### src/design/sha256_config.svh
// SHA-256 accelerator configuration
// Bus widths, register map, control bits and identification words
`ifndef SHA256_CONFIG_SVH
`define SHA256_CONFIG_SVH

// Bus geometry
`define SHA256_DATA_WIDTH        32
`define SHA256_ADDR_WIDTH        12

// ----------------------------------------
// Register byte addresses
// ----------------------------------------
`define SHA256_ADDR_NAME0        12'h000
`define SHA256_ADDR_NAME1        12'h004
`define SHA256_ADDR_VERSION0     12'h008
`define SHA256_ADDR_VERSION1     12'h00C
`define SHA256_ADDR_CTRL         12'h010
`define SHA256_ADDR_STATUS       12'h014
`define SHA256_ADDR_BLOCK_START  12'h040
`define SHA256_ADDR_BLOCK_END    12'h07C
`define SHA256_ADDR_DIGEST_START 12'h080
`define SHA256_ADDR_DIGEST_END   12'h09C
`define SHA256_ADDR_INTR_EN      12'h100
`define SHA256_ADDR_NOTIF_STS    12'h104
`define SHA256_ADDR_ERR_STS      12'h108

// CTRL register bits
`define SHA256_CTRL_INIT_BIT     0
`define SHA256_CTRL_NEXT_BIT     1

// Identification words, ASCII "sha2", "-256", "1.00"
`define SHA256_CORE_NAME0        32'h73686132
`define SHA256_CORE_NAME1        32'h2d323536
`define SHA256_CORE_VERSION0     32'h312e3030
`define SHA256_CORE_VERSION1     32'h00000000

`endif

### src/design/sha256_pkg.sv
// SHA-256 shared types, constants and round functions
// Command and state encodings, round constant table, initial hash
`include "sha256_config.svh"

package sha256_pkg;

  // Command opcodes from the register block
  typedef enum logic [1:0] {
    CMD_NONE = 2'b00,
    CMD_INIT = 2'b01,
    CMD_NEXT = 2'b10
  } sha256_cmd_e;

  // Compression engine states
  typedef enum logic [1:0] {
    ST_IDLE   = 2'b00,
    ST_ROUNDS = 2'b01,
    ST_FINISH = 2'b10
  } sha256_state_e;

  // ----------------------------------------
  // Constants from FIPS 180-4
  // ----------------------------------------
  parameter logic [`SHA256_DATA_WIDTH-1:0] SHA256_K [0:63] = '{
    32'h428a2f98, 32'h71374491, 32'hb5c0fbcf, 32'he9b5dba5,
    32'h3956c25b, 32'h59f111f1, 32'h923f82a4, 32'hab1c5ed5,
    32'hd807aa98, 32'h12835b01, 32'h243185be, 32'h550c7dc3,
    32'h72be5d74, 32'h80deb1fe, 32'h9bdc06a7, 32'hc19bf174,
    32'he49b69c1, 32'hefbe4786, 32'h0fc19dc6, 32'h240ca1cc,
    32'h2de92c6f, 32'h4a7484aa, 32'h5cb0a9dc, 32'h76f988da,
    32'h983e5152, 32'ha831c66d, 32'hb00327c8, 32'hbf597fc7,
    32'hc6e00bf3, 32'hd5a79147, 32'h06ca6351, 32'h14292967,
    32'h27b70a85, 32'h2e1b2138, 32'h4d2c6dfc, 32'h53380d13,
    32'h650a7354, 32'h766a0abb, 32'h81c2c92e, 32'h92722c85,
    32'ha2bfe8a1, 32'ha81a664b, 32'hc24b8b70, 32'hc76c51a3,
    32'hd192e819, 32'hd6990624, 32'hf40e3585, 32'h106aa070,
    32'h19a4c116, 32'h1e376c08, 32'h2748774c, 32'h34b0bcb5,
    32'h391c0cb3, 32'h4ed8aa4a, 32'h5b9cca4f, 32'h682e6ff3,
    32'h748f82ee, 32'h78a5636f, 32'h84c87814, 32'h8cc70208,
    32'h90befffa, 32'ha4506ceb, 32'hbef9a3f7, 32'hc67178f2
  };

  // Initial hash value, word 0 is the most significant
  parameter logic [0:7][`SHA256_DATA_WIDTH-1:0] SHA256_H0 = {
    32'h6a09e667, 32'hbb67ae85, 32'h3c6ef372, 32'ha54ff53a,
    32'h510e527f, 32'h9b05688c, 32'h1f83d9ab, 32'h5be0cd19
  };

  // ----------------------------------------
  // Round functions
  // ----------------------------------------
  function automatic logic [`SHA256_DATA_WIDTH-1:0] rotr(
    input logic [`SHA256_DATA_WIDTH-1:0] x,
    input int unsigned                   n
  );
    return (x >> n) | (x << (`SHA256_DATA_WIDTH - n));
  endfunction

  function automatic logic [`SHA256_DATA_WIDTH-1:0] big_sigma0(
    input logic [`SHA256_DATA_WIDTH-1:0] x
  );
    return rotr(x, 2) ^ rotr(x, 13) ^ rotr(x, 22);
  endfunction

  function automatic logic [`SHA256_DATA_WIDTH-1:0] big_sigma1(
    input logic [`SHA256_DATA_WIDTH-1:0] x
  );
    return rotr(x, 6) ^ rotr(x, 11) ^ rotr(x, 25);
  endfunction

  // Schedule expansion terms
  function automatic logic [`SHA256_DATA_WIDTH-1:0] small_sigma0(
    input logic [`SHA256_DATA_WIDTH-1:0] x
  );
    return rotr(x, 7) ^ rotr(x, 18) ^ (x >> 3);
  endfunction

  function automatic logic [`SHA256_DATA_WIDTH-1:0] small_sigma1(
    input logic [`SHA256_DATA_WIDTH-1:0] x
  );
    return rotr(x, 17) ^ rotr(x, 19) ^ (x >> 10);
  endfunction

  function automatic logic [`SHA256_DATA_WIDTH-1:0] choose(
    input logic [`SHA256_DATA_WIDTH-1:0] e,
    input logic [`SHA256_DATA_WIDTH-1:0] f,
    input logic [`SHA256_DATA_WIDTH-1:0] g
  );
    return (e & f) ^ (~e & g);
  endfunction

  function automatic logic [`SHA256_DATA_WIDTH-1:0] majority(
    input logic [`SHA256_DATA_WIDTH-1:0] a,
    input logic [`SHA256_DATA_WIDTH-1:0] b,
    input logic [`SHA256_DATA_WIDTH-1:0] c
  );
    return (a & b) ^ (a & c) ^ (b & c);
  endfunction

endpackage

### src/design/sha256_core_if.sv
// SHA-256 core link
// Commands and message block in, digest and handshake flags out
`timescale 1ns/1ps
`include "sha256_config.svh"

interface sha256_core_if;

  // Single-cycle opcode pulse, CMD_NONE otherwise
  sha256_pkg::sha256_cmd_e cmd;
  // Message block, word 0 in the top bits
  logic [`SHA256_DATA_WIDTH*16-1:0] block;
  // Engine idle and able to take a command
  logic ready;
  // Hash state after the last block
  logic [`SHA256_DATA_WIDTH*8-1:0] digest;
  logic digest_valid;

  // Register decode side
  modport ctrl (
    output cmd,
    output block
  );

  // Compression engine side
  modport engine (
    input  cmd,
    input  block,
    output ready,
    output digest,
    output digest_valid
  );

  // Result and interrupt side, observe only
  modport mon (
    input cmd,
    input ready,
    input digest,
    input digest_valid
  );

endinterface

### src/design/sha256_reg_decode.sv
// SHA-256 register decode
// Address decode, block word storage, command pulses and read mux
`timescale 1ns/1ps
`include "sha256_config.svh"

module sha256_reg_decode (
  input  logic                                clk,
  input  logic                                reset_n,
  // Bus side
  input  logic                                cs,
  input  logic                                we,
  input  logic [`SHA256_ADDR_WIDTH-1:0]       address,
  input  logic [`SHA256_DATA_WIDTH-1:0]       write_data,
  output logic [`SHA256_DATA_WIDTH-1:0]       read_data,
  output logic                                err,
  // Toward the engine
  sha256_core_if.ctrl                         core,
  // Result block readback
  input  logic [0:7][`SHA256_DATA_WIDTH-1:0]  digest_word,
  input  logic                                ready_flag,
  input  logic                                valid_flag,
  input  logic [1:0]                          intr_en,
  input  logic                                notif_sts,
  input  logic                                err_sts,
  // Result block write strobes
  output logic                                en_we,
  output logic                                notif_w1c,
  output logic                                err_w1c,
  output logic                                bad_access
);

  logic                               wr;
  logic                               block_hit;
  logic                               digest_hit;
  logic                               mapped;
  logic [0:15][`SHA256_DATA_WIDTH-1:0] block_q;
  sha256_pkg::sha256_cmd_e            cmd_q;

  assign wr = cs & we;

  // ----------------------------------------
  // Address decode
  // ----------------------------------------
  // Range windows hit only word-aligned addresses
  assign block_hit  = (address >= `SHA256_ADDR_BLOCK_START) &&
                      (address <= `SHA256_ADDR_BLOCK_END) && (address[1:0] == 2'b00);
  assign digest_hit = (address >= `SHA256_ADDR_DIGEST_START) &&
                      (address <= `SHA256_ADDR_DIGEST_END) && (address[1:0] == 2'b00);

  // Interrupt register write strobes
  assign en_we     = wr && (address == `SHA256_ADDR_INTR_EN);
  assign notif_w1c = wr && (address == `SHA256_ADDR_NOTIF_STS);
  assign err_w1c   = wr && (address == `SHA256_ADDR_ERR_STS);

  // Message block word storage
  always_ff @(posedge clk)
  begin
    if (wr && block_hit)
    begin
      block_q[address[5:2]] <= write_data;
    end
  end

  assign core.block = block_q;

  // CTRL write becomes a one-cycle opcode
  // Init wins over next when both bits are set
  always_ff @(posedge clk or negedge reset_n)
  begin
    if (!reset_n)
    begin
      cmd_q <= sha256_pkg::CMD_NONE;
    end
    else if (wr && (address == `SHA256_ADDR_CTRL) && write_data[`SHA256_CTRL_INIT_BIT])
    begin
      cmd_q <= sha256_pkg::CMD_INIT;
    end
    else if (wr && (address == `SHA256_ADDR_CTRL) && write_data[`SHA256_CTRL_NEXT_BIT])
    begin
      cmd_q <= sha256_pkg::CMD_NEXT;
    end
    else
    begin
      cmd_q <= sha256_pkg::CMD_NONE;
    end
  end

  assign core.cmd = cmd_q;

  // ----------------------------------------
  // Read multiplexer
  // ----------------------------------------
  always_comb
  begin
    read_data = '0;
    mapped    = 1'b1;
    if (block_hit)
    begin
      read_data = block_q[address[5:2]];
    end
    else if (digest_hit)
    begin
      read_data = digest_word[address[4:2]];
    end
    else
    begin
      case (address)
        `SHA256_ADDR_NAME0:     read_data = `SHA256_CORE_NAME0;
        `SHA256_ADDR_NAME1:     read_data = `SHA256_CORE_NAME1;
        `SHA256_ADDR_VERSION0:  read_data = `SHA256_CORE_VERSION0;
        `SHA256_ADDR_VERSION1:  read_data = `SHA256_CORE_VERSION1;
        // Pending command pulse shows for its single cycle
        `SHA256_ADDR_CTRL:
        begin
          read_data[`SHA256_CTRL_INIT_BIT] = (cmd_q == sha256_pkg::CMD_INIT);
          read_data[`SHA256_CTRL_NEXT_BIT] = (cmd_q == sha256_pkg::CMD_NEXT);
        end
        `SHA256_ADDR_STATUS:    read_data[1:0] = {valid_flag, ready_flag};
        `SHA256_ADDR_INTR_EN:   read_data[1:0] = intr_en;
        `SHA256_ADDR_NOTIF_STS: read_data[0]   = notif_sts;
        `SHA256_ADDR_ERR_STS:   read_data[0]   = err_sts;
        default:                mapped         = 1'b0;
      endcase
    end
  end

  // Unmapped reads raise err
  // Any unmapped access sets the error status
  assign err        = cs & ~we & ~mapped;
  assign bad_access = cs & ~mapped;

endmodule

### src/design/sha256_round_core.sv
// SHA-256 compression engine
// One round per cycle over a sliding sixteen-word schedule window
`timescale 1ns/1ps
`include "sha256_config.svh"

module sha256_round_core (
  input  logic          clk,
  input  logic          reset_n,
  sha256_core_if.engine core
);

  sha256_pkg::sha256_state_e           state_q;
  logic [5:0]                          round_q;
  logic                                valid_q;
  logic                                start;
  // Hash state H0..H7 and working variables a..h
  logic [0:7][`SHA256_DATA_WIDTH-1:0]  hash_q;
  logic [0:7][`SHA256_DATA_WIDTH-1:0]  work_q;
  // Schedule window, entry 0 is W[t] of the current round
  logic [0:15][`SHA256_DATA_WIDTH-1:0] w_q;
  logic [`SHA256_DATA_WIDTH-1:0]       w_next;
  logic [`SHA256_DATA_WIDTH-1:0]       t1;
  logic [`SHA256_DATA_WIDTH-1:0]       t2;

  // Commands only land while idle, busy ones are dropped
  assign start = (state_q == sha256_pkg::ST_IDLE) && (core.cmd != sha256_pkg::CMD_NONE);

  // ----------------------------------------
  // Control FSM
  // ----------------------------------------
  always_ff @(posedge clk or negedge reset_n)
  begin
    if (!reset_n)
    begin
      state_q <= sha256_pkg::ST_IDLE;
      round_q <= '0;
      valid_q <= 1'b0;
    end
    else
    begin
      case (state_q)
        sha256_pkg::ST_IDLE:
        begin
          if (start)
          begin
            state_q <= sha256_pkg::ST_ROUNDS;
            round_q <= '0;
            valid_q <= 1'b0;
          end
        end
        // 64 rounds, counter wraps back to zero
        sha256_pkg::ST_ROUNDS:
        begin
          round_q <= round_q + 6'd1;
          if (round_q == 6'd63)
          begin
            state_q <= sha256_pkg::ST_FINISH;
          end
        end
        sha256_pkg::ST_FINISH:
        begin
          state_q <= sha256_pkg::ST_IDLE;
          valid_q <= 1'b1;
        end
        default:
        begin
          state_q <= sha256_pkg::ST_IDLE;
        end
      endcase
    end
  end

  // ----------------------------------------
  // Round datapath
  // ----------------------------------------
  always_comb
  begin
    // T1 = h + S1(e) + Ch(e,f,g) + K[t] + W[t]
    t1 = work_q[7] + sha256_pkg::big_sigma1(work_q[4]) +
         sha256_pkg::choose(work_q[4], work_q[5], work_q[6]) +
         sha256_pkg::SHA256_K[round_q] + w_q[0];
    // T2 = S0(a) + Maj(a,b,c)
    t2 = sha256_pkg::big_sigma0(work_q[0]) +
         sha256_pkg::majority(work_q[0], work_q[1], work_q[2]);
    // W[t+16] from W[t+14], W[t+9], W[t+1], W[t]
    w_next = sha256_pkg::small_sigma1(w_q[14]) + w_q[9] +
             sha256_pkg::small_sigma0(w_q[1]) + w_q[0];
  end

  always_ff @(posedge clk)
  begin
    if (start)
    begin
      w_q <= core.block;
      // Init restarts from H0, next chains on the previous hash
      if (core.cmd == sha256_pkg::CMD_INIT)
      begin
        hash_q <= sha256_pkg::SHA256_H0;
        work_q <= sha256_pkg::SHA256_H0;
      end
      else
      begin
        work_q <= hash_q;
      end
    end
    else if (state_q == sha256_pkg::ST_ROUNDS)
    begin
      w_q    <= {w_q[1:15], w_next};
      work_q <= {t1 + t2, work_q[0:2], work_q[3] + t1, work_q[4:6]};
    end
    else if (state_q == sha256_pkg::ST_FINISH)
    begin
      for (int i = 0; i < 8; i++)
      begin
        hash_q[i] <= hash_q[i] + work_q[i];
      end
    end
  end

  // Ready tracks the idle state directly
  assign core.ready        = (state_q == sha256_pkg::ST_IDLE);
  assign core.digest       = hash_q;
  assign core.digest_valid = valid_q;

endmodule

### src/design/sha256_digest_intr.sv
// SHA-256 result and interrupt block
// Digest capture, status flags, interrupt enable and W1C status
`timescale 1ns/1ps
`include "sha256_config.svh"

module sha256_digest_intr (
  input  logic                               clk,
  input  logic                               reset_n,
  sha256_core_if.mon                         core,
  // Strobes from register decode
  input  logic                               en_we,
  input  logic                               notif_w1c,
  input  logic                               err_w1c,
  input  logic                               bad_access,
  input  logic [`SHA256_DATA_WIDTH-1:0]      write_data,
  // Readback toward decode
  output logic [0:7][`SHA256_DATA_WIDTH-1:0] digest_word,
  output logic                               ready_flag,
  output logic                               valid_flag,
  output logic [1:0]                         intr_en,
  output logic                               notif_sts,
  output logic                               err_sts,
  // Interrupt lines
  output logic                               notif_intr,
  output logic                               error_intr
);

  logic accept;
  logic done_rise;

  // Engine takes a command this cycle
  assign accept    = core.ready && (core.cmd != sha256_pkg::CMD_NONE);
  // valid_flag lags digest_valid by one cycle
  assign done_rise = core.digest_valid & ~valid_flag;

  // Digest words only change on a finished hash
  always_ff @(posedge clk)
  begin
    if (core.digest_valid)
    begin
      digest_word <= core.digest;
    end
  end

  // ----------------------------------------
  // Flags and interrupt registers
  // ----------------------------------------
  always_ff @(posedge clk or negedge reset_n)
  begin
    if (!reset_n)
    begin
      ready_flag <= 1'b1;
      valid_flag <= 1'b0;
      intr_en    <= 2'b00;
      notif_sts  <= 1'b0;
      err_sts    <= 1'b0;
    end
    else
    begin
      // Drop both flags as soon as a command is taken
      if (accept)
      begin
        ready_flag <= 1'b0;
        valid_flag <= 1'b0;
      end
      else
      begin
        ready_flag <= core.ready;
        valid_flag <= core.digest_valid;
      end
      if (en_we)
      begin
        intr_en <= write_data[1:0];
      end
      // Hardware set beats a same-cycle clear
      notif_sts <= done_rise | (notif_sts & ~(notif_w1c & write_data[0]));
      err_sts   <= bad_access | (err_sts & ~(err_w1c & write_data[0]));
    end
  end

  assign notif_intr = notif_sts & intr_en[0];
  assign error_intr = err_sts & intr_en[1];

endmodule

### src/design/sha256_top.sv
// SHA-256 accelerator top level
// Register decode, compression engine and result block on one bus
`timescale 1ns/1ps
`include "sha256_config.svh"

module sha256_top (
  input  logic                          clk,
  input  logic                          reset_n,
  input  logic                          cs,
  input  logic                          we,
  input  logic [`SHA256_ADDR_WIDTH-1:0] address,
  input  logic [`SHA256_DATA_WIDTH-1:0] write_data,
  output logic [`SHA256_DATA_WIDTH-1:0] read_data,
  output logic                          err,
  output logic                          error_intr,
  output logic                          notif_intr
);

  logic [0:7][`SHA256_DATA_WIDTH-1:0] digest_word;
  logic                               ready_flag;
  logic                               valid_flag;
  logic [1:0]                         intr_en;
  logic                               notif_sts;
  logic                               err_sts;
  logic                               en_we;
  logic                               notif_w1c;
  logic                               err_w1c;
  logic                               bad_access;

  // Command, block and digest link
  sha256_core_if u_core_if ();

  sha256_reg_decode u_decode (
    .clk         (clk),
    .reset_n     (reset_n),
    .cs          (cs),
    .we          (we),
    .address     (address),
    .write_data  (write_data),
    .read_data   (read_data),
    .err         (err),
    .core        (u_core_if.ctrl),
    .digest_word (digest_word),
    .ready_flag  (ready_flag),
    .valid_flag  (valid_flag),
    .intr_en     (intr_en),
    .notif_sts   (notif_sts),
    .err_sts     (err_sts),
    .en_we       (en_we),
    .notif_w1c   (notif_w1c),
    .err_w1c     (err_w1c),
    .bad_access  (bad_access)
  );

  sha256_round_core u_core (
    .clk     (clk),
    .reset_n (reset_n),
    .core    (u_core_if.engine)
  );

  sha256_digest_intr u_result (
    .clk         (clk),
    .reset_n     (reset_n),
    .core        (u_core_if.mon),
    .en_we       (en_we),
    .notif_w1c   (notif_w1c),
    .err_w1c     (err_w1c),
    .bad_access  (bad_access),
    .write_data  (write_data),
    .digest_word (digest_word),
    .ready_flag  (ready_flag),
    .valid_flag  (valid_flag),
    .intr_en     (intr_en),
    .notif_sts   (notif_sts),
    .err_sts     (err_sts),
    .notif_intr  (notif_intr),
    .error_intr  (error_intr)
  );

endmodule

### config.mk
export PLATFORM = sky130hd
export DESIGN_NAME = sha256_top
export DESIGN_NICKNAME = d
export VERILOG_FILES = /design/src/design/sha256_pkg.sv /design/src/design/sha256_core_if.sv /design/src/design/sha256_reg_decode.sv /design/src/design/sha256_round_core.sv /design/src/design/sha256_digest_intr.sv /design/src/design/sha256_top.sv
export VERILOG_INCLUDE_DIRS = /design/src /design/src/design
export SDC_FILE = /design/constraint.sdc
export NUM_CORES = 2
export LEC_CHECK = 0
export ABC_CLOCK_PERIOD_IN_PS = 52900
export BUFFER_PORTS_ARGS = -buffer_cell sky130_fd_sc_hd__buf_2
export CAP_MARGIN = 25
export CORE_MARGIN = 2
export CORE_UTILIZATION = 55
export DETAILED_ROUTE_END_ITERATION = 7
export GPL_ROUTABILITY_DRIVEN = 1
export PLACE_DENSITY = 0.72
export SLEW_MARGIN = 20
export SYNTH_ARGS = -nofsm -noshare
export SYNTH_HDL_FRONTEND = slang
export SYNTH_HIERARCHICAL = 1
export SYNTH_SLANG_ARGS = --single-unit
### constraint.sdc
create_clock -name clk -period 52.9 [get_ports clk]
set_input_delay 7.935 -clock clk [delete_from_list [all_inputs] [get_ports clk]]
set_output_delay 7.935 -clock clk [all_outputs]
set_load 0.005 [all_outputs]
Word-level counts from Yosys, hierarchy flattened --
Memories as Yosys holds them, arrays and structs flattened. Index checks and enable logic that the tools add are counted.
Word-level totals: register bits 1809, ROM bits 2048, memories 1, input bits 48, logic and storage cells 220
Memories:
- (name not given) | depth 64, bits a word 32, rd ports 1, clocked after memory_dff 0, wr ports 0, RTL line sha256_round_core.sv:81 | sha256_pkg::SHA256_K[round_q] + w_q[0];
Operators by class: equal/unequal tests 16, order comparisons 8, reduce and logical (&&, ||, !) cells 26, $add $sub $neg 19, multiplexer cells 37, bitwise gates (word level) 48
Operators by type and width (number):
- 256-bit 2-to-1 mux | 6
- 512-bit 2-to-1 mux | 2
- 32-bit adder | 18
- 512-bit bitwise mux | 1
- 32-bit 2-to-1 mux | 9
- 32-bit bitwise XOR | 9
- 32-bit bitwise AND | 5
- 32-bit binary-select mux with 4-bit select | 1
- 32-bit demux with 4-bit select | 1
- 32-bit binary-select mux with 3-bit select | 1
- 29-bit case mux with 3 select lines | 1
- 12-bit by 9-bit equality test with 1-bit output, second input constant | 3
- 32-bit NOT | 1
- 10-bit by 32-bit OR with 32-bit output | 1
- 13-bit by 32-bit OR with 32-bit output | 1
- 14-bit by 32-bit OR with 32-bit output | 1
- 15-bit by 32-bit OR with 32-bit output | 1
- 19-bit by 32-bit OR with 32-bit output | 1
- 21-bit by 32-bit OR with 32-bit output | 1
- 25-bit by 32-bit OR with 32-bit output | 1
- 26-bit by 32-bit OR with 32-bit output | 1
- 30-bit by 32-bit OR with 32-bit output | 1
- 7-bit by 32-bit OR with 32-bit output | 1
- 32-bit by 22-bit bitwise XOR with 32-bit output | 1
- 39 further kinds | 85

Longest topological paths before layout --
word-level depth 10, depth in mapped cells 42

Modules after synthesis --
Netlist, hierarchy kept.
By module, submodules not included:
- sha256_round_core | area an instance 69584.2 um^2, cells each 7410, instances 1
- sha256_reg_decode | area an instance 22241.3 um^2, cells each 1053, instances 1
- sha256_digest_intr | area an instance 7927.6 um^2, cells each 274, instances 1

Worst setup path before layout --
OpenSTA, ideal clock, no wires.
path kind register to register, start point register u_decode.cmd_q[1] (netlist: u_decode/core.cmd[1]), end point register u_core/w_q[0] (netlist name), enable pin, data required time 51790 ps, arrival time 16372 ps, slack 35418 ps, stages on the path, launching flop included 7, period minus slack after synthesis 17482 ps, library setup time 1110 ps, cell sequence dfrtp_1 > nor2_1 > nor3_1 > clkbuf_1 > clkbuf_1 > nor2_1 > inv_1
On the way: cells in the longest elaborated chain, start to end 3
RTL lines:
- from (decl) | RTL line sha256_reg_decode.sv:37 | sha256_pkg::sha256_cmd_e cmd_q;
- from (signal assigned) | RTL line sha256_reg_decode.sv:72 | cmd_q <= sha256_pkg::CMD_NONE;
- from (signal assigned) | RTL line sha256_reg_decode.sv:76 | cmd_q <= sha256_pkg::CMD_INIT;
- from (signal assigned) | RTL line sha256_reg_decode.sv:80 | cmd_q <= sha256_pkg::CMD_NEXT;
- 2-bit nonzero test | RTL line sha256_round_core.sv:26 | assign start = (state_q == sha256_pkg::ST_IDLE) && (core.cmd != sha256_pkg::CMD_NONE);
- 1-bit logical AND | RTL line sha256_round_core.sv:26
- 2-bit nonzero test (no source line)
- to (signal assigned) | RTL line sha256_round_core.sv:94 | w_q <= core.block;
- to (signal assigned) | RTL line sha256_round_core.sv:108 | w_q <= {w_q[1:15], w_next};
- to (decl) | RTL line sha256_round_core.sv:20 | logic [0:15][`SHA256_DATA_WIDTH-1:0] w_q;
Every way passes these cells. A chain may end at the register's enable or synchronous reset.

Worst setup path in the final report --
start point input address[2], end point output read_data[15]
On the way: cells in the longest elaborated chain, start to end 6
RTL lines:
- from (decl) | RTL line sha256_top.sv:11 | input logic [`SHA256_ADDR_WIDTH-1:0] address,
- branches (longest 5 deep; another with 12-bit by 8-bit greater-or-equal comparator with 1-bit output)
- 32-bit 2-to-1 mux (*) | RTL line sha256_reg_decode.sv:97 | if (block_hit)
- to (decl) | RTL line sha256_top.sv:13 | output logic [`SHA256_DATA_WIDTH-1:0] read_data,
Every way passes the cells marked *. The select of a mux whose other input is x is not followed.

==> results.sh <==
export IMPL_p_leak_nw=41.38
export IMPL_root_buffer="clkbuf_16"
export IMPL_grt_pass1_vias=69590
export IMPL_path_common_cell="buf_4"
export IMPL_fill_cells=14260
export IMPL_dp_slack_ns=32.87
export IMPL_grt_pass1_wl_um=468100
export IMPL_track_usage_pct=34.66
export IMPL_hold_buffers=0
export IMPL_total_power_w=0.003292
export IMPL_crit_path_cell_trace="buf_8 -> buf_4 -> buf_4 -> mux4_2 -> mux2i_1 -> o221ai_2 -> buf_2"
export IMPL_crit_required_ns=44.97
export IMPL_postRouteAntennaNets=0
export IMPL_antenna_found_initial=34
export IMPL_cts_tree="done"
export IMPL_postCtsSetupBuffers=0
export IMPL_hold_viol_final=0
export IMPL_vias=71840
export IMPL_insertion_delay_ns=0.83
export IMPL_grt_max_degree=173
export IMPL_drive_above_1_share_pct=8.993
export IMPL_mostFrequentLayoutCells="nand2_1 (1,914), edfxtp_1 (1,792), o21ai_0 (541), a21oi_1 (509), inv_1 (456)"
export IMPL_worst_pin_slew_ns=1.183
export IMPL_clk_pin_slew_ns=0.06
export IMPL_crit_path_start_kind="primary input"
export IMPL_critPathKind="in2out"
export IMPL_status="finished clean"
export IMPL_ff_latch_area_sq_mm=0.05425
export IMPL_path_depth=7
export IMPL_yosys_warnings=6
export IMPL_drt_iter0_drc=9205
export IMPL_drc=0
export IMPL_place_hpwl_um=231200
export IMPL_ys_types=105
export IMPL_cp_end_kind="output pin"
export IMPL_postPlaceCellArea_sq_mm=0.1027
export IMPL_synth_seq_area_share_pct=54.37
export IMPL_coreArea_sq_mm=0.1805
export IMPL_p_per_area_mw_per_mm2=30.24
export IMPL_syn_avg_cell_area_sq_um=11.42
export IMPL_cp_num_buf_inv=4
export IMPL_crit_family="buffers and inverters"
export IMPL_dieArea_sq_mm=0.1848
export IMPL_synth_ff_type="edfxtp_1"
export IMPL_regToRegEndpoint="u_core/work_q[255]"
export IMPL_layout_nets=9383
export IMPL_slew_viol_final=0
export IMPL_multi_input_area_sq_mm=0.04230
export IMPL_die_w_um=429.9
export IMPL_synth_edf_count=1792
export IMPL_reg2regPathDepth=35
export IMPL_layout_commonest_cell="nand2_1"
export IMPL_crit_slowest_cell="buf_4"
export IMPL_crit_start="address[2]"
export IMPL_first_pass_iters=8
export IMPL_core_rowCount=156
export IMPL_initial_core_util_pct=55.25
export IMPL_ff2ff_setup_slack_ns=41.11
export IMPL_finalCritPeriodShare_pct=37.33
export IMPL_final_util_pct=60.30
export IMPL_via_per_inst=6.366
export IMPL_h_tree_depth=4
export IMPL_ioPinCount=83
export IMPL_ys_ff_latch=1809
export IMPL_skew_ns=0.02733
export IMPL_cp_max_fo=57
export IMPL_maxCapViolCount=0
export IMPL_die_h_um=429.9
export IMPL_gp_congestion=0.9999
export IMPL_async_flop_share_pct=0.9397
export IMPL_cts_buffers_inserted=188
export IMPL_setup_tns_ns=0
export IMPL_slew_limit_headroom_pct=20.33
export IMPL_syn_inst=8737
export IMPL_io_buffers=82
export IMPL_fmax_mhz=50.64
export IMPL_setup_viol_count_final=0
export IMPL_wl_um=322700
export IMPL_final_area_sq_mm=0.1089
export IMPL_ctsResizeCount=0
export IMPL_area_growth_pct=9.145
export IMPL_wire_per_inst_um=28.59
export IMPL_max_clock_path_buffers=3
export IMPL_synth_nets=9372
export IMPL_finalCriticalPeriod_ns=19.75
export IMPL_synth_area_sq_mm=0.09975
export IMPL_hold_path_class="reg2reg"
export IMPL_fin_ws_ns=33.15
export IMPL_rsz0062_at_grt="false"
export IMPL_crit_path_end="read_data[15]"
export IMPL_vdd_drop_max_v=0.00003076
export IMPL_overflow=0
export IMPL_clock_sinks=1809
export IMPL_worstPathArrival_ns=11.81
export IMPL_cpPeakStageDelay_ns=0.82
export IMPL_r2r_start="u_core/round_q[3]"
-- how the worst min path moves through the flow --
| stage | slack (ns) | cells past startpoint | endpoint | startpoint |
|---|---|---|---|---|
| after floorplan | 0.44 | 1 | u_result/ready_flag | u_decode/core.cmd[0] |
| after global placement | 0.46 | 0 | u_result/digest_word[230] | u_core/core.digest[230] |
| after detailed placement | 0.47 | 0 | u_result/digest_word[110] | u_core/core.digest[110] |
| after CTS | 0.48 | 0 | u_result/digest_word[152] | u_core/core.digest[152] |
| after global routing | 0.49 | 0 | u_result/digest_word[110] | u_core/core.digest[110] |
| final | 0.49 | 0 | u_result/digest_word[247] | u_core/core.digest[247] |
-- through the flow --
step | std cells | hold WS, ns
floorplan | 8737 | 0.4384
global placement | 10920 | 0.4629
detailed placement | 10930 | 0.4667
CTS | 11280 | 0.4799
global route | 11280 | 0.4891
finish | 11290 | 0.4862
-- power breakdown --
group / leakage (nW) / switching (W) / total [W] / internal (W)
Clock: 2.98 / 0.000581 / 0.00134 / 0.000754
Sequential: 16.3 / 0.00000154 / 0.00158 / 0.00158
Combinational: 22.1 / 0.000228 / 0.000379 / 0.000151
Total: 41.4 / 0.000810 / 0.00329 / 0.00248
-- layer usage --
| layer | up-vias | global-route usage, % | share of wire, % |
|---|---|---|---|
| met2 | 4203 | 53.47 | 45 |
| li1 | 31430 | - | - |
| met3 | 722 | 7.725 | 11 |
| met4 | 12 | 19.27 | 6.7 |
| met1 | 35470 | 45.69 | 37 |
| met5 | - | 0 | 0.021 |
-- final cells by class --
cell class / count / share of cell area (%)
Timing Repair Buffer: 212 / 1.364
Multi-Input combinational cell: 6077 / 38.85
Sequential cell: 1809 / 49.83
Antenna cell: 8 / 0.01839
Tap cell: 2370 / 2.724
Clock buffer: 230 / 4.531
Clock inverter: 119 / 1.095
Inverter: 460 / 1.593
-- registers in the layout (all words and copies together), names as in the netlist --
register	count
u_decode/core.block	512
u_core/core.digest_valid	1
u_result/ready_flag	1
u_core/round_q	6
u_result/notif_sts	1
u_core/state_q	2
u_result/err_sts	1
u_result/valid_flag	1
u_core/core.digest	256
u_result/intr_en	2
u_decode/core.cmd	2
u_core/w_q	512
u_core/work_q	256
u_result/digest_word	256
-- cells in the mapped netlist (14+ instances only) --
library cell | count | share of area, %
clkbuf_1 | 304 | 1.1
dfrtp_1 | 16 | 0.40
buf_1 | 26 | 0.098
a21boi_0 | 19 | 0.14
a22o_1 | 22 | 0.19
xor2_1 | 221 | 1.9
o221ai_1 | 19 | 0.17
or2_2 | 16 | 0.10
o21bai_1 | 31 | 0.23
buf_2 | 31 | 0.16
xnor2_1 | 341 | 3.0
or3_1 | 19 | 0.12
and3_1 | 43 | 0.27
o31ai_1 | 42 | 0.32
mux2_2 | 38 | 0.43
nand2b_1 | 60 | 0.38
ha_1 | 392 | 4.9
a211oi_1 | 50 | 0.38
and2_1 | 17 | 0.11
nand3_1 | 67 | 0.34
a31oi_1 | 52 | 0.33
nor2_1 | 447 | 1.7
a221oi_1 | 17 | 0.15
o21ai_0 | 546 | 2.7
a222oi_1 | 15 | 0.15
mux4_2 | 193 | 4.4
nand2_1 | 1915 | 7.2
edfxtp_1 | 1792 | 54
mux2i_1 | 79 | 0.79
o22ai_1 | 14 | 0.088
o21a_1 | 60 | 0.45
inv_1 | 458 | 1.7
buf_4 | 19 | 0.14
o211ai_1 | 28 | 0.21
a21oi_1 | 510 | 2.6
fa_1 | 195 | 3.9
maj3_1 | 15 | 0.15
nor2b_1 | 53 | 0.33
a21o_1 | 169 | 1.3
nor3_1 | 123 | 0.62
o41ai_1 | 14 | 0.12
nand4_1 | 22 | 0.14
-- logic make-up (layout without fill, tap and decap cells) --
family	after synthesis	after routing	share of synthesized area, %
other	0	8	0
DFF	1809	1809	54.37
adders and majority gates	602	602	8.981
muxes	312	312	5.609
and+or+nand+nor	2836	2836	11.74
xor gates and xnor gates	562	562	4.934
AOI/OAI and AO/OA	1765	1765	10.96
buffers and inverters	851	1021	3.413
No activity file was read; power rests on OpenSTA's default activity.
